--- src/verilog/baser_rx_defines.svh ---
// 10GBASE-R receiver constants for widths, sync headers, block types and CRC-32
`ifndef BASER_RX_DEFINES_SVH
`define BASER_RX_DEFINES_SVH

`define BASER_DATA_W 64
`define BASER_HDR_W  2
`define BASER_KEEP_W 8

`define BASER_SYNC_DATA 2'b10
`define BASER_SYNC_CTRL 2'b01

// legal control block type bytes
`define BASER_BT_CTRL     8'h1e
`define BASER_BT_OS_4     8'h2d
`define BASER_BT_START_4  8'h33
`define BASER_BT_OS_START 8'h66
`define BASER_BT_OS_04    8'h55
`define BASER_BT_START_0  8'h78
`define BASER_BT_OS_0     8'h4b
`define BASER_BT_TERM_0   8'h87
`define BASER_BT_TERM_1   8'h99
`define BASER_BT_TERM_2   8'haa
`define BASER_BT_TERM_3   8'hb4
`define BASER_BT_TERM_4   8'hcc
`define BASER_BT_TERM_5   8'hd2
`define BASER_BT_TERM_6   8'he1
`define BASER_BT_TERM_7   8'hff

`define ETH_CRC_POLY 32'hedb88320 // reflected 0x04c11db7

// crc state after a good frame ending n+1 bytes into the last word, zero padded
`define ETH_CRC_RES_0 (~32'h6b87b1ec)
`define ETH_CRC_RES_1 (~32'he38a6876)
`define ETH_CRC_RES_2 (~32'he60914ae)
`define ETH_CRC_RES_3 (~32'h6522df69)
`define ETH_CRC_RES_4 (~32'h9d6cdf7e)
`define ETH_CRC_RES_5 (~32'hb1c2a1a3)
`define ETH_CRC_RES_6 (~32'hc622f71d)
`define ETH_CRC_RES_7 (~32'h2144df1c)

`endif
--- src/verilog/eth_frame_pkg.sv ---
// Ethernet frame datapath types for the stream output and the FCS check
`include "baser_rx_defines.svh"

package eth_frame_pkg;

    typedef logic [`BASER_KEEP_W-1:0] keep_t;
    typedef logic [31:0]              crc_t;
    typedef logic [`BASER_KEEP_W-1:0] crc_match_t; // one flag per end position

    typedef enum logic [1:0] {
        ST_IDLE    = 2'd0,
        ST_PAYLOAD = 2'd1,
        ST_LAST    = 2'd2
    } rx_state_t;

endpackage

--- src/verilog/baser_code_pkg.sv ---
// 64b/66b line code types shared by the block decoder and the framer
`include "baser_rx_defines.svh"

package baser_code_pkg;

    typedef logic [`BASER_DATA_W-1:0] blk_data_t;
    typedef logic [`BASER_HDR_W-1:0]  sync_hdr_t;

    // decoded block class, terminates carry their byte count in the low bits
    typedef enum logic [3:0] {
        BLK_IDLE   = 4'd0,
        BLK_ERROR  = 4'd1,
        BLK_START  = 4'd2,
        BLK_DATA   = 4'd4,
        BLK_TERM_0 = 4'd8,
        BLK_TERM_1 = 4'd9,
        BLK_TERM_2 = 4'd10,
        BLK_TERM_3 = 4'd11,
        BLK_TERM_4 = 4'd12,
        BLK_TERM_5 = 4'd13,
        BLK_TERM_6 = 4'd14,
        BLK_TERM_7 = 4'd15
    } blk_kind_t;

endpackage

--- src/verilog/fcs_if.sv ---
// Link between the frame state machine and the CRC-32 checker
`include "baser_rx_defines.svh"

interface fcs_if;

    logic [`BASER_DATA_W-1:0] data;        // stage d0 word
    logic                     clear;       // restart crc at next edge
    logic [`BASER_KEEP_W-1:0] match;
    logic [`BASER_KEEP_W-1:0] match_saved;

    modport framer (
        output data, clear,
        input  match, match_saved
    );

    modport crc_checker (
        input  data, clear,
        output match, match_saved
    );

endinterface

--- src/verilog/baser_rx_top.sv ---
// 10GBASE-R frame receiver top wiring the decoder, CRC-32 checker and framer
`include "baser_rx_defines.svh"

module baser_rx_top
    import baser_code_pkg::*, eth_frame_pkg::*;
(
    input  logic      clk,
    input  logic      reset_crc,
    input  blk_data_t rx_data,
    input  sync_hdr_t rx_hdr,
    input  logic      rx_enable,
    output blk_data_t rx_tdata,
    output keep_t     rx_tkeep,
    output logic      rx_tvalid,
    output logic      rx_tlast,
    output logic      rx_tuser,
    output logic      start_packet,
    output logic      bad_frame,
    output logic      bad_fcs,
    output logic      bad_block
);

    blk_data_t blk_data; // stage d0
    blk_kind_t blk_kind;

    fcs_if fcs_bus ();

    baser_block_decoder u_decoder (
        .clk          (clk),
        .reset_crc    (reset_crc),
        .rx_data      (rx_data),
        .rx_hdr       (rx_hdr),
        .blk_data     (blk_data),
        .blk_kind     (blk_kind),
        .start_packet (start_packet),
        .bad_block    (bad_block)
    );

    eth_fcs_checker u_fcs (
        .clk (clk),
        .fcs (fcs_bus.crc_checker)
    );

    baser_rx_framer u_framer (
        .clk       (clk),
        .reset_crc (reset_crc),
        .blk_data  (blk_data),
        .blk_kind  (blk_kind),
        .rx_enable (rx_enable),
        .fcs       (fcs_bus.framer),
        .rx_tdata  (rx_tdata),
        .rx_tkeep  (rx_tkeep),
        .rx_tvalid (rx_tvalid),
        .rx_tlast  (rx_tlast),
        .rx_tuser  (rx_tuser),
        .bad_frame (bad_frame),
        .bad_fcs   (bad_fcs)
    );

endmodule

--- src/verilog/baser_rx_framer.sv ---
// Frame state machine, strips preamble and FCS and drives the stream outputs
`include "baser_rx_defines.svh"

module baser_rx_framer
    import baser_code_pkg::*, eth_frame_pkg::*;
(
    input  logic      clk,
    input  logic      reset_crc,
    input  blk_data_t blk_data,
    input  blk_kind_t blk_kind,
    input  logic      rx_enable,
    fcs_if.framer     fcs,
    output blk_data_t rx_tdata,
    output keep_t     rx_tkeep,
    output logic      rx_tvalid,
    output logic      rx_tlast,
    output logic      rx_tuser,
    output logic      bad_frame,
    output logic      bad_fcs
);

    blk_data_t blk_data_d1;
    blk_kind_t blk_kind_d1;
    rx_state_t state;
    rx_state_t state_next;

    keep_t      tkeep_next;
    logic       tvalid_next;
    logic       tlast_next;
    logic       tuser_next;
    logic       bad_frame_next;
    logic       bad_fcs_next;
    logic       fcs_ok;
    logic [2:0] res_idx;

    // n low byte lanes set
    function automatic keep_t lane_mask(input logic [3:0] n);
        keep_t m;
        for (int b = 0; b < `BASER_KEEP_W; b++) begin
            m[b] = (b < n);
        end
        return m;
    endfunction

    assign fcs.data = blk_data;

    always_comb begin
        state_next     = state;
        fcs.clear      = 1'b0;
        tkeep_next     = '0;
        tvalid_next    = 1'b0;
        tlast_next     = 1'b0;
        tuser_next     = 1'b0;
        bad_frame_next = 1'b0;
        bad_fcs_next   = 1'b0;
        fcs_ok         = 1'b1;
        res_idx        = blk_kind[2:0] - 3'd1; // term 0 wraps to lane 7

        case (state)
            ST_IDLE: begin
                fcs.clear = 1'b1;
                if (blk_kind_d1 == BLK_START && rx_enable) begin
                    fcs.clear  = 1'b0; // first payload word is in d0 now
                    state_next = ST_PAYLOAD;
                end
            end
            ST_PAYLOAD: begin
                tkeep_next  = '1;
                tvalid_next = 1'b1;
                if (blk_kind[3]) begin
                    fcs.clear = 1'b1;
                    if (blk_kind[2:0] <= 3'd4) begin
                        // fcs sits in this beat and the terminate block
                        tkeep_next = lane_mask(4'd4 + {1'b0, blk_kind[2:0]});
                        tlast_next = 1'b1;
                        if (blk_kind == BLK_TERM_0) begin
                            fcs_ok = fcs.match_saved[res_idx];
                        end else begin
                            fcs_ok = fcs.match[res_idx];
                        end
                        state_next = ST_IDLE;
                    end else begin
                        state_next = ST_LAST;
                    end
                end else if (blk_kind != BLK_DATA) begin
                    // control or error inside the frame
                    fcs.clear      = 1'b1;
                    tlast_next     = 1'b1;
                    tuser_next     = 1'b1;
                    bad_frame_next = 1'b1;
                    state_next     = ST_IDLE;
                end
            end
            ST_LAST: begin
                fcs.clear   = 1'b1;
                tvalid_next = 1'b1;
                tlast_next  = 1'b1;
                tkeep_next  = lane_mask({1'b0, blk_kind_d1[2:0]} - 4'd4);
                res_idx     = blk_kind_d1[2:0] - 3'd1;
                fcs_ok      = fcs.match_saved[res_idx];
                state_next  = ST_IDLE;
            end
            default: begin
                state_next = ST_IDLE;
            end
        endcase

        if (tlast_next && !fcs_ok) begin
            tuser_next     = 1'b1;
            bad_frame_next = 1'b1;
            bad_fcs_next   = 1'b1;
        end
    end

    always_ff @(posedge clk) begin
        blk_data_d1 <= blk_data;
        rx_tdata    <= blk_data_d1;
        rx_tkeep    <= tkeep_next;
    end

    always_ff @(posedge clk) begin
        if (reset_crc) begin
            state       <= ST_IDLE;
            blk_kind_d1 <= BLK_IDLE;
            rx_tvalid   <= 1'b0;
            rx_tlast    <= 1'b0;
            rx_tuser    <= 1'b0;
            bad_frame   <= 1'b0;
            bad_fcs     <= 1'b0;
        end else begin
            state       <= state_next;
            blk_kind_d1 <= blk_kind;
            rx_tvalid   <= tvalid_next;
            rx_tlast    <= tlast_next;
            rx_tuser    <= tuser_next;
            bad_frame   <= bad_frame_next;
            bad_fcs     <= bad_fcs_next;
        end
    end

endmodule

--- src/verilog/eth_fcs_checker.sv ---
// Running CRC-32 over 64-bit words with residue match flags for each end lane
`include "baser_rx_defines.svh"

module eth_fcs_checker
    import baser_code_pkg::*, eth_frame_pkg::*;
(
    input  logic       clk,
    fcs_if.crc_checker fcs
);

    localparam crc_t RESIDUE [`BASER_KEEP_W] = '{
        `ETH_CRC_RES_0, `ETH_CRC_RES_1, `ETH_CRC_RES_2, `ETH_CRC_RES_3,
        `ETH_CRC_RES_4, `ETH_CRC_RES_5, `ETH_CRC_RES_6, `ETH_CRC_RES_7
    };

    crc_t crc_state;
    crc_t crc_next;

    // reflected galois crc with the lsb of the word going in first
    function automatic crc_t crc_step(input crc_t state, input blk_data_t data);
        crc_t c;
        c = state;
        for (int i = 0; i < `BASER_DATA_W; i++) begin
            if (c[0] ^ data[i]) begin
                c = (c >> 1) ^ `ETH_CRC_POLY;
            end else begin
                c = c >> 1;
            end
        end
        return c;
    endfunction

    always_comb begin
        crc_next = crc_step(crc_state, fcs.data);
        for (int i = 0; i < `BASER_KEEP_W; i++) begin
            fcs.match[i] = (crc_next == RESIDUE[i]);
        end
    end

    always_ff @(posedge clk) begin
        if (fcs.clear) begin
            crc_state <= '1;
        end else begin
            crc_state <= crc_next;
        end
        fcs.match_saved <= fcs.match; // for ends decided a cycle late
    end

endmodule

--- src/verilog/baser_block_decoder.sv ---
// 64b/66b block decoder, masks terminate data and classifies each block
`include "baser_rx_defines.svh"

module baser_block_decoder
    import baser_code_pkg::*;
(
    input  logic      clk,
    input  logic      reset_crc,
    input  blk_data_t rx_data,
    input  sync_hdr_t rx_hdr,
    output blk_data_t blk_data,
    output blk_kind_t blk_kind,
    output logic      start_packet,
    output logic      bad_block
);

    blk_data_t data_masked;
    blk_kind_t kind_next;
    logic      bad_next;

    // coarse class from the upper nibble of the type byte
    function automatic blk_kind_t nibble_kind(input logic [3:0] n);
        blk_kind_t k;
        case (n)
            4'(`BASER_BT_CTRL >> 4),
            4'(`BASER_BT_OS_4 >> 4),
            4'(`BASER_BT_START_4 >> 4),
            4'(`BASER_BT_OS_START >> 4),
            4'(`BASER_BT_OS_04 >> 4),
            4'(`BASER_BT_OS_0 >> 4):    k = BLK_IDLE; // lane 4 starts count as idle
            4'(`BASER_BT_START_0 >> 4): k = BLK_START;
            default: begin
                if (n[3]) begin
                    k = blk_kind_t'({1'b1, n[2:0]});
                end else begin
                    k = BLK_ERROR;
                end
            end
        endcase
        return k;
    endfunction

    function automatic logic legal_type(input logic [7:0] t);
        logic ok;
        case (t)
            `BASER_BT_CTRL, `BASER_BT_OS_4, `BASER_BT_START_4, `BASER_BT_OS_START,
            `BASER_BT_OS_04, `BASER_BT_START_0, `BASER_BT_OS_0,
            `BASER_BT_TERM_0, `BASER_BT_TERM_1, `BASER_BT_TERM_2, `BASER_BT_TERM_3,
            `BASER_BT_TERM_4, `BASER_BT_TERM_5, `BASER_BT_TERM_6,
            `BASER_BT_TERM_7: ok = 1'b1;
            default:          ok = 1'b0;
        endcase
        return ok;
    endfunction

    // drop the type byte of a terminate and zero the lanes past its data
    always_comb begin
        data_masked = rx_data;
        if (rx_hdr == `BASER_SYNC_CTRL && rx_data[7]) begin
            data_masked = rx_data >> 8;
            for (int b = 0; b < `BASER_KEEP_W; b++) begin
                if (b >= rx_data[6:4]) begin
                    data_masked[b*8 +: 8] = 8'd0;
                end
            end
        end
    end

    always_comb begin
        kind_next = BLK_ERROR;
        bad_next  = 1'b0;
        if (rx_hdr == `BASER_SYNC_DATA) begin
            kind_next = BLK_DATA;
        end else if (rx_hdr == `BASER_SYNC_CTRL) begin
            kind_next = nibble_kind(rx_data[7:4]);
            if (!legal_type(rx_data[7:0])) begin
                kind_next = BLK_ERROR; // unknown type byte
                bad_next  = 1'b1;
            end
        end else begin
            bad_next = 1'b1; // header 00 or 11
        end
    end

    always_ff @(posedge clk) begin
        blk_data <= data_masked;
    end

    always_ff @(posedge clk) begin
        if (reset_crc) begin
            blk_kind     <= BLK_IDLE;
            bad_block    <= 1'b0;
            start_packet <= 1'b0;
        end else begin
            blk_kind     <= kind_next;
            bad_block    <= bad_next;
            start_packet <= (blk_kind == BLK_START); // d0 holds the start
        end
    end

endmodule

--- config.mk ---
export PLATFORM = sky130hd
export DESIGN_NAME = baser_rx_top
export DESIGN_NICKNAME = d
export VERILOG_FILES = /design/src/verilog/eth_frame_pkg.sv /design/src/verilog/baser_code_pkg.sv /design/src/verilog/fcs_if.sv /design/src/verilog/baser_rx_top.sv /design/src/verilog/baser_rx_framer.sv /design/src/verilog/eth_fcs_checker.sv /design/src/verilog/baser_block_decoder.sv
export VERILOG_INCLUDE_DIRS = /design/src /design/src/verilog
export SDC_FILE = /design/constraint.sdc
export NUM_CORES = 1
export LEC_CHECK = 0
export ABC_CLOCK_PERIOD_IN_PS = 8500
export BUFFER_PORTS_ARGS = -buffer_cell sky130_fd_sc_hd__buf_2
export CAP_MARGIN = 30
export CORE_UTILIZATION = 45
export DETAILED_ROUTE_END_ITERATION = 8
export GPL_TIMING_DRIVEN = 0
export SLEW_MARGIN = 5
export SYNTH_ARGS = -nofsm -noshare
export SYNTH_HDL_FRONTEND = slang
export SYNTH_SLANG_ARGS = --single-unit
--- constraint.sdc ---
create_clock -name clk -period 8.5 [get_ports clk]
set_input_delay 1.275 -clock clk [delete_from_list [all_inputs] [get_ports clk]]
set_output_delay 1.275 -clock clk [all_outputs]
set_load 0.03 [all_outputs]
### Word-level counts from Yosys, hierarchy flattened

Index checks and enable logic that the tools add are counted.

| operators by class | value |
|---|---|
| order comparisons | 26 |
| mux-type cells | 112 |
| add/sub/neg operators | 4 |
| bitwise logic cells | 130 |
| eq/ne operators | 40 |
| reductions and logical operators | 11 |

Operator list:

| operator | count |
|---|---|
| $mux 32 | 64 |
| $not 13->14 | 64 |
| $eq 32x32->1 const B | 3 |
| $mux 8 | 9 |
| $eq 32x29->1 const B | 2 |
| $eq 32x31->1 const B | 2 |
| $eq 8x8->1 const B | 8 |
| $xor 1x1->1 | 64 |
| $mux 56 | 1 |
| $eq 32x30->1 const B | 1 |
| $eq 8x7->1 const B | 4 |
| $lt 3x4->1 const A | 8 |
| $mux 1 | 21 |
| $eq 4x2->1 const B | 4 |
| $eq 4x3->1 const B | 4 |
| $eq 8x6->1 const B | 2 |
| $lt 1x4->1 const A | 4 |
| $lt 2x4->1 const A | 4 |
| $pmux 8 s2 | 1 |
| $reduce_or 15->1 | 1 |
| $bmux 1 s3 | 3 |
| $ge 3x3->1 const A | 3 |
| $mux 3 | 3 |
| $eq 8x5->1 const B | 1 |
| other kinds (28) | 42 |

| storage, ports and cells | value |
|---|---|
| output and inout bits | 79 |
| register bits | 256 |
| input bits | 69 |

### Depth between registers and ports, before layout

Gate-level depths: netlist of run 1.

| logic depth | value |
|---|---|
| word-level depth | 138 |
| depth in mapped cells | 25 |

### By module

From an unflattened synthesis of run 1, not the netlist that was laid out.

| unflattened totals | value |
|---|---|
| cell total of the unflattened synthesis | 1255 |
| area, all modules | 15859.0 sq um |

By module, submodules not included:

| module | area an instance (sq um) | sequential area each (sq um) | cells each | times used |
|---|---|---|---|---|
| eth_fcs_checker | 9211.3 | 800.8 | 690 | 1 |
| baser_rx_framer | 4055.1 | 2922.8 | 295 | 1 |
| baser_block_decoder | 2592.5 | 1401.3 | 270 | 1 |

### Least setup slack after synthesis of run 1

Ideal clock, no wire load.

| timing | value |
|---|---|
| path kind | register -> register |
| start | register u_decoder.blk_data[3] |
| end | register u_framer.rx_tuser |
| data required time | 8378 ps |
| slack | 1088 ps |
| path buffers | 0 |
| period minus slack after synthesis | 7412 ps |
| setup time | 122 ps |
| stages on the path, launching flop included | 22 |
| data arrival time | 7290 ps |
| cells stage by stage | dfxtp_1 xnor2_2 xnor3_2 xor2_4 xnor3_1 xnor3_1 xnor3_1 xnor3_2 xnor2_2 xor3_2 xnor2_1 xnor2_2 xnor2_2 inv_2 xnor3_1 or4_1 nor4b_1 nand3_1 o221a_1 a311o_1 o221a_1 a221o_1 |

| between the ends | value |
|---|---|
| elaborated cells between the ends (all ways) | 187 |
| classes of those cells | 8 x eq/ne; 68 x mux; 109 x bitwise; 2 x reduce/logical |

RTL lines:

| item | line | text |
|---|---|---|
| start, declared | baser_block_decoder.sv:11 | `output blk_data_t blk_data,` |
| start signal, assigned | baser_block_decoder.sv:86 | `blk_data <= data_masked;` |
| $xor 1x1->1 * | eth_fcs_checker.sv:24 | `if (c[0] ^ data[i]) begin` |
| $mux 32 * | eth_fcs_checker.sv:24 |  |
| $not 13->14 (no source line) | n/a |  |
| $mux 32 * (2 in series) | eth_fcs_checker.sv:24 |  |
| $not 13->14 (no source line) or $mux 32 (tied branches) | n/a |  |
| $mux 32 * | eth_fcs_checker.sv:24 |  |
| $not 13->14 (no source line) | n/a |  |
| $mux 32 * (2 in series) | eth_fcs_checker.sv:24 |  |
| [77 not listed] | n/a |  |
| net u_fcs.crc_next[31] | eth_fcs_checker.sv:17 | `crc_t crc_next;` |
| [2 not listed] | n/a |  |
| $mux 1 (implied by the code) * | baser_rx_framer.sv:79 | `fcs_ok = fcs.match[res_idx];` |
| $mux 1 * | baser_rx_framer.sv:76 | `if (blk_kind == BLK_TERM_0) begin` |
| $mux 1 * | baser_rx_framer.sv:72 | `if (blk_kind[2:0] <= 3'd4) begin` |
| $mux 1 * | baser_rx_framer.sv:70 | `if (blk_kind[3]) begin` |
| $pmux 1 s2 * | baser_rx_framer.sv:59 | `case (state)` |
| $logic_not 1->1 * | baser_rx_framer.sv:108 | `if (tlast_next && !fcs_ok) begin` |
| $logic_and 1x1->1 * | baser_rx_framer.sv:108 |  |
| $mux 1 * | baser_rx_framer.sv:108 |  |
| end signal, assigned | baser_rx_framer.sv:135 | `rx_tuser <= tuser_next;` |
| end, declared | baser_rx_framer.sv:17 | `output logic rx_tuser,` |

Mark *: on every way through the listed nets, which the timed path passes. The select of a mux whose other input is x is not followed.
A chain may end at the register's enable or synchronous reset.

### Final worst setup path of run 1

| timing | value |
|---|---|
| start | register u_fcs.crc_state[3] |
| end | register u_framer.rx_tuser |

| between the ends | value |
|---|---|
| elaborated cells between the ends (all ways) | 190 |
| classes of those cells | 8 x eq/ne; 71 x mux; 109 x bitwise; 2 x reduce/logical |

RTL lines:

| item | line | text |
|---|---|---|
| start, declared | eth_fcs_checker.sv:16 | `crc_t crc_state;` |
| start signal, assigned | eth_fcs_checker.sv:44 | `crc_state <= crc_next;` |
| $mux 32 * (3 in series) | eth_fcs_checker.sv:24 |  |
| $xor 1x1->1 * | eth_fcs_checker.sv:24 |  |
| $mux 32 * | eth_fcs_checker.sv:24 |  |
| $not 13->14 (no source line) | n/a |  |
| $mux 32 * (2 in series) | eth_fcs_checker.sv:24 |  |
| $not 13->14 (no source line) or $mux 32 (tied branches) | n/a |  |
| $mux 32 * | eth_fcs_checker.sv:24 |  |
| $not 13->14 (no source line) | n/a |  |
| [79 not listed] | n/a |  |
| net u_fcs.crc_next[31] | eth_fcs_checker.sv:17 |  |
| [2 not listed] | n/a |  |
| $mux 1 (implied by the code) * | baser_rx_framer.sv:79 |  |
| $mux 1 * | baser_rx_framer.sv:76 |  |
| $mux 1 * | baser_rx_framer.sv:72 |  |
| $mux 1 * | baser_rx_framer.sv:70 |  |
| $pmux 1 s2 * | baser_rx_framer.sv:59 |  |
| $logic_not 1->1 * | baser_rx_framer.sv:108 |  |
| $logic_and 1x1->1 * | baser_rx_framer.sv:108 |  |
| $mux 1 * | baser_rx_framer.sv:108 |  |

Marked as above.

==> flow_summary_export.csv, run 1 <==
group,metric,value,unit
critical_path,crit_family,"XOR/XNOR gates",
clock_network,cts.root.buffer_cell,"clkbuf_16",
detailed_routing,num_vias,9272,
sta,whs,0.325,ns
synthesis,yosysTopAreaCellShare,33.5,%
synthesis,ys_top_cells_by_area,"dfxtp_1 (34%), xnor3_1 (22%), xnor2_1 (14%), xor2_1 (4.1%), xnor2_2 (3.0%)",
min_path,hp-class,"register to register",
clock_network,clock_path_buffers,3,
synthesis,seq_area_frac_synth,33.5,%
finish,final_cells,1855,
synthesis,ys_ff_latch,256,
synthesis,syn_nets,1276,
sta,period_needed,8.25,ns
min_path,min_from,"u_framer.blk_data_d1[4]",
sta,fmax,121,MHz
synthesis,synthFlopType,"dfxtp_1",
critical_path,crit_path_end_kind,"register",
sta,tightest_slew,0.760,ns
placed_design,gp_congestion,0.897,
clock_network,cts.sink_count,256,
critical_path,path_max_fanout,9,
finish,fin_nets,1471,
critical_path,cp_slowest_stage_delay,0.62,ns
detailed_routing,first_pass_iters,7,
grt,antenna_found_initial,0,
critical_path,reg2reg_slack,0.25,ns
sta,finClkSkew,0.0120,ns
clock_network,cts_made_buffers,25,
clock_network,postCtsHoldBufs,0,
detailed_routing,wl,39100,um
status,status,"finished clean",
finish,final_area,17900,um2
sta,period_share,97.0,%
detailed_routing,drc,0,
critical_path,critPathKind,"register to register",
die,die_h,186,um
critical_path,path_cells,"xor2_1 -> xnor3_2 -> xor2_1 -> xnor3_2 -> xnor3_2 -> xnor2_2 -> xnor3_1 -> xnor2_2 -> xnor3_1 -> xnor2_2 -> xnor2_2 -> xnor2_4 -> inv_2 -> xnor3_1 -> or4_1 -> nor4b_1 -> nand3_1 -> o221a_1 -> a311o_1 -> o221a_1 -> a221o_1",
detailed_routing,viasPerCell,5.00,
critical_path,cp.required,8.93,ns
clock_network,h-tree-depth,1,
synthesis,synth_top_area_cell,"dfxtp_1",
sta,hold_viol,0,
die,initial_core_util,45.7,%
die,dieArea,34700,um2
synthesis,yosysMostFrequentCell,"dfxtp_1",
synthesis,synth_cells,1193,
synthesis,avgSynthCellArea,12.8,um2
critical_path,critPathLaunchType,"register",
clock_network,cts_tree,"done",
placed_design,io_buffers,146,
detailed_routing,wl_per_cell,21.1,um
synthesis,synth_edf_count,0,
die,rows,67,
critical_path,path_buf_inv,1,
synthesis,async_flop_share,0,%
critical_path,r2r_cells,21,
sta,finalMaxSlewViolations,0,
clock_network,clk_pin_slew,0.06,ns
grt,grt_max_degree,17,
min_path,hold_depth,0,
placed_design,place_area,16600,um2
placed_design,dp_cells,1787,
placed_design,dp.final_hpwl,32000,um
finish,drive_gt1_share,22.2,%
critical_path,r2r_start,"u_fcs.crc_state[3]",
synthesis,syn_area,15300,um2
grt,grt_pass1_wl,56900,um
grt,grt_usage,22.6,%
clock_network,clock_latency,0.55,ns
finish,fillers,2879,
die,io_pins,148,
finish,antennaDiodeCount,0,
critical_path,arrival,8.68,ns
critical_path,cpMostUsedCell,"xnor2_2",
finish,syn_to_final_growth,17.2,%
synthesis,yosysUniqueCellTypes,63,
min_path,hold_end,"u_framer.rx_tdata[4]",
job,drv_cap,0,
synthesis,ys_warn_count,0,
critical_path,crit_slowest_cell,"xnor3_2",
detailed_routing,first_iter_violations,629,
synthesis,synth_top_cells_by_count,"dfxtp_1 (256), xnor2_1 (237), xnor3_1 (152)",
sta,finalSetupViolCount,0,
detailed_routing,final_antenna_net_count,0,
die,core,33400,um2
grt,grt_overflow_total,0,
die,fp.dieW,186,um
grt,grt_pass1_vias,9038,
sta,slew_headroom,49.0,%
critical_path,r2r_end,"u_framer.rx_tuser",
## area by class of cell
type	count	area (um2)	area share, %
buffer	28	114	0.636
tap	448	561	3.13
clock buffer	33	686	3.83
multi-input combinational	884	10200	56.9
timing repair buffer	168	933	5.21
sequential	256	5130	28.6
clock inverter	13	203	1.13
inverter	25	93.8	0.524
## cells by family (layout without fill, tap and decap cells)
family | Yosys count | after routing | share of synthesized area [%]
adders and majority gates | 14 | 14 | 1.15
AOI/OAI and AO/OA | 97 | 97 | 4.67
DFF | 256 | 256 | 33.5
xor gates and xnor gates | 535 | 535 | 50.5
buffers and inverters | 53 | 267 | 1.36
and+or+nand+nor | 226 | 226 | 7.62
muxes | 12 | 12 | 1.13
## worst max-delay path by stage
stage | slack (ns) | endpoint | cells after the start | from
floorplan | 1.09 | u_framer.rx_tuser | 21 | u_decoder.blk_data[3]
global placement | -0.44 | u_framer.rx_tuser | 20 | u_decoder.blk_data[3]
detailed placement | -0.38 | u_framer.rx_tuser | 20 | u_decoder.blk_data[3]
CTS | 0.004 | u_framer.rx_tuser | 21 | u_fcs.crc_state[4]
global route | -0.01 | u_framer.rx_tuser | 21 | u_fcs.crc_state[3]
finish | 0.25 | u_framer.rx_tuser | 21 | u_fcs.crc_state[3]
## sequential cells by signal, indices dropped and copies added (netlist names), 2 cells and up
name	flops
u_framer.state	2
u_framer.blk_kind_d1	4
u_decoder.blk_data	64
u_framer.blk_data_d1	64
u_decoder.blk_kind	4
u_framer.rx_tdata	64
u_framer.rx_tkeep	8
u_fcs.fcs.match_saved	8
u_fcs.crc_state	32
## placed cells by master (no fill, tap or decap), drive strengths merged, types with 3 or more instances in the layout
master | Yosys | layout
xnor2 | 274 | 274
dfxtp | 256 | 256
buf | 3 | 171
xnor3 | 165 | 165
nand2 | 80 | 80
xor2 | 80 | 80
clkbuf | 25 | 58
a22o | 36 | 36
inv | 25 | 27
nor2 | 25 | 25
o21ai | 22 | 22
nand3 | 18 | 18
nand2b | 16 | 16
xor3 | 16 | 16
nor2b | 15 | 15
ha | 14 | 14
nor3 | 13 | 13
and2 | 12 | 12
and3 | 8 | 8
a21oi | 7 | 7
nand4 | 7 | 7
mux2i | 6 | 6
or2 | 6 | 6
nor4 | 4 | 4
nor3b | 4 | 4
a31oi | 4 | 4
o31ai | 4 | 4
mux4 | 4 | 4
bufinv | 0 | 4
clkinv | 0 | 4
a21boi | 3 | 3
or4 | 3 | 3
nand4bb | 3 | 3
or3 | 3 | 3
a211oi | 3 | 3
a22oi | 3 | 3
clkinvlp | 0 | 3
## per-stage QoR
stage,setup WS (ns),utilization [%],TNS (ns)
floorplan,1.09,-,0
global placement,-0.441,49.5,-0.724
detailed placement,-0.383,49.5,-0.612
CTS,0.00379,52.6,0
global route,-0.0127,53.6,-0.0127
finish,0.252,53.6,0
## layer usage
layer | part of all wire, % | GRT usage, % | vias to the layer above
met3 | 5.0 | 2.63 | 62
met1 | 46 | 31.4 | 4507
li1 | - | - | 4432
met4 | 2.6 | 6.36 | 0
met5 | 0 | 0 | -
met2 | 46 | 37.3 | 271
## repair_timing
action	4_1_cts	5_1_grt
setup endpoints to repair	2	2
resized for setup	16	21
setup buffers	1	21
pin swaps	3	8
Power of run 1 is not shown: default switching activity piles up to over one toggle a cycle in this logic, so the estimate is an artifact.
==> run 2, diff against run 1 <==
--- a/config.mk
+++ b/config.mk
@@ -6,12 +6,14 @@
 export SDC_FILE = /design/constraint.sdc
 export NUM_CORES = 1
 export LEC_CHECK = 0
-export ABC_CLOCK_PERIOD_IN_PS = 8500
+export ABC_CLOCK_PERIOD_IN_PS = 6900
 export BUFFER_PORTS_ARGS = -buffer_cell sky130_fd_sc_hd__buf_2
 export CAP_MARGIN = 30
+export CORE_MARGIN = 2
 export CORE_UTILIZATION = 45
 export DETAILED_ROUTE_END_ITERATION = 8
 export GPL_TIMING_DRIVEN = 0
+export PLACE_DENSITY = 0.66
 export SLEW_MARGIN = 5
 export SYNTH_ARGS = -nofsm -noshare
 export SYNTH_HDL_FRONTEND = slang
==> constraint.sdc (replaced) <==
create_clock -name clk -period 6.9 [get_ports clk]
set_input_delay 1.035 -clock clk [delete_from_list [all_inputs] [get_ports clk]]
set_output_delay 1.035 -clock clk [all_outputs]
set_load 0.03 [all_outputs]
==> run 2 against run 1 <==
Effect of this change:
- the flow now finishes with violations (negative setup slack)
- clock-buffer cell count down 2
- cell area grew 15%
- sequential share of layout area fell by 3.6 points
- global-route usage is 1.7 points higher
- flip-flop and latch count unchanged
- hold slack barely moved
- wire length increased by 11%
- largest cell class unchanged
- cell count is 9.2% higher
==> flow_summary_export.csv, run 2 (synthesized netlist as in run 1, its figures left out) <==
group,metric,value,unit
status,status,"complete, but fails checks",
status,violations,"negative setup slack",
finish,reg.largest.list,"u_decoder.blk_data (64), u_framer.blk_data_d1 (64), u_framer.rx_tdata (64)",
job,drv_cap,0,
clock_network,h-tree-depth,1,
clock_network,clk_pin_slew,0.07,ns
sta,period_share,107,%
detailed_routing,wl,43400,um
finish,fin_nets,1644,
die,rows,67,
detailed_routing,drc,0,
sta,slew_headroom,45.2,%
sta,post-route-worst-setup-slack,-0.481,ns
die,initial_core_util,45.7,%
detailed_routing,first_iter_violations,814,
critical_path,arrival,7.80,ns
grt,grt_overflow_total,0,
placed_design,dp.final_hpwl,31600,um
detailed_routing,first_pass_iters,7,
finish,syn_to_final_growth,34.6,%
finish,layout_commonest_cell,"dfxtp_1",
die,fp.dieW,188,um
sta,period_needed,7.38,ns
placed_design,io_buffers,146,
placed_design,dp_cells,1787,
clock_network,cts_made_buffers,24,
sta,tightest_slew,0.816,ns
die,dieArea,35500,um2
detailed_routing,num_vias,10341,
critical_path,crit_path_end_kind,"register",
critical_path,path_max_fanout,4,
die,core,33400,um2
sta,rsz0062_at_grt,"yes",
finish,final_cells,2026,
detailed_routing,wl_per_cell,21.4,um
clock_network,clock_path_buffers,3,
critical_path,cp.required,7.32,ns
grt,grt_usage,24.4,%
finish,final_util,61.5,%
clock_network,clock_latency,0.53,ns
critical_path,critPathLaunchType,"register",
min_path,hp-class,"register to register",
clock_network,cts.sink_count,256,
critical_path,critPathKind,"register to register",
finish,fillers,2452,
detailed_routing,viasPerCell,5.10,
placed_design,gp_congestion,0.931,
sta,finalSetupViolCount,2,
sta,whs,0.325,ns
sta,finalMaxSlewViolations,0,
sta,fmax,135,MHz
finish,antennaDiodeCount,0,
clock_network,cts.root.buffer_cell,"clkbuf_16",
die,die_h,188,um
clock_network,postCtsHoldBufs,0,
clock_network,cts_tree,"done",
grt,grt_pass1_vias,10658,
grt,antenna_found_initial,1,
grt,grt_max_degree,18,
grt,grt_pass1_wl,64700,um
die,io_pins,148,
finish,mostFrequentLayoutCells,"dfxtp_1 (242), buf_4 (174), xnor2_1 (165)",
detailed_routing,final_antenna_net_count,0,
finish,drive_gt1_share,41.1,%
sta,finClkSkew,0.0153,ns
sta,hold_viol,0,
-- run 2: cell types whose count changed in the layout (fill, tap and decap cells not counted), sizes merged --
cell,before,now
buf,171,345
bufinv,4,1
clkbuf,58,56
clkinv,4,5
clkinvlp,3,1
inv,27,30
-- run 2: timing repair --
| item | 4_1_cts | 5_1_grt |
|---|---|---|
| pin swaps | 100 | 22 |
| setup buffers | 172 | 24 |
| resized for setup | 167 | 27 |
| setup endpoints to repair | 9 | 2 |
-- run 2: cell type report --
type	count	area [um2]	area share, %
clock inverters	12	119	0.578
inverters	25	96.3	0.468
multi-input cells	884	11400	55.5
clock buffers	31	688	3.35
flip-flops and latches	256	5150	25.0
well taps	448	561	2.72
plain buffers	28	124	0.602
repair buffers	342	2410	11.7
-- run 2: metrics by stage --
| stage | TNS [ns] | instance area, um2 | setup slack (ns) |
|---|---|---|---|
| floorplan | -0.0188 | 15700 | -0.0188 |
| global placement | -3.47 | 17000 | -1.30 |
| detailed placement | -3.34 | 17000 | -1.26 |
| CTS | -0.638 | 20200 | -0.387 |
| global route | -1.23 | 20600 | -0.690 |
| finish | -0.827 | 20600 | -0.481 |
-- run 2: final timing paths --
| path | from | to | slack, ns | depth (start not counted) |
|---|---|---|---|---|
| worst max-delay path | u_fcs.crc_state[3] | u_framer.rx_tuser | -0.48 | 27 |
| worst min register to register | u_framer.blk_data_d1[63] | u_framer.rx_tdata[63] | 0.32 | 0 |
| worst max register to register | u_fcs.crc_state[3] | u_framer.rx_tuser | -0.48 | 27 |
| worst min-delay path | u_framer.blk_data_d1[63] | u_framer.rx_tdata[63] | 0.32 | 0 |
-- run 2: critical path, stage by stage, from the launching register on --
cell     delay, ns
dfxtp_4       0.37
xnor2_4       0.22
buf_6         0.13
buf_6         0.08
xnor3_2       0.29
buf_4         0.16
xnor3_1       0.34
xnor3_2       0.43
buf_4         0.19
buf_4         0.16
xnor2_1       0.23
xnor2_1       0.21
xnor2_2       0.16
buf_4         0.18
xnor3_2       0.50
xor2_4        0.23
xnor3_2       0.53
buf_12        0.16
xor2_4        0.17
xnor3_2       0.32
or2_1         0.27
or4_4         0.44
nor4_2        0.28
and4b_1       0.25
mux2i_1       0.08
a311o_1       0.28
o221a_1       0.27
a221o_1       0.31
-- run 2: metal layers --
metal	global-route usage [%]	share of wire [%]
met2	40.5	47
met5	0	0
met4	10.5	4.6
met1	31.2	41
met3	4.54	6.9
Power of run 2 is left out for the same reason.
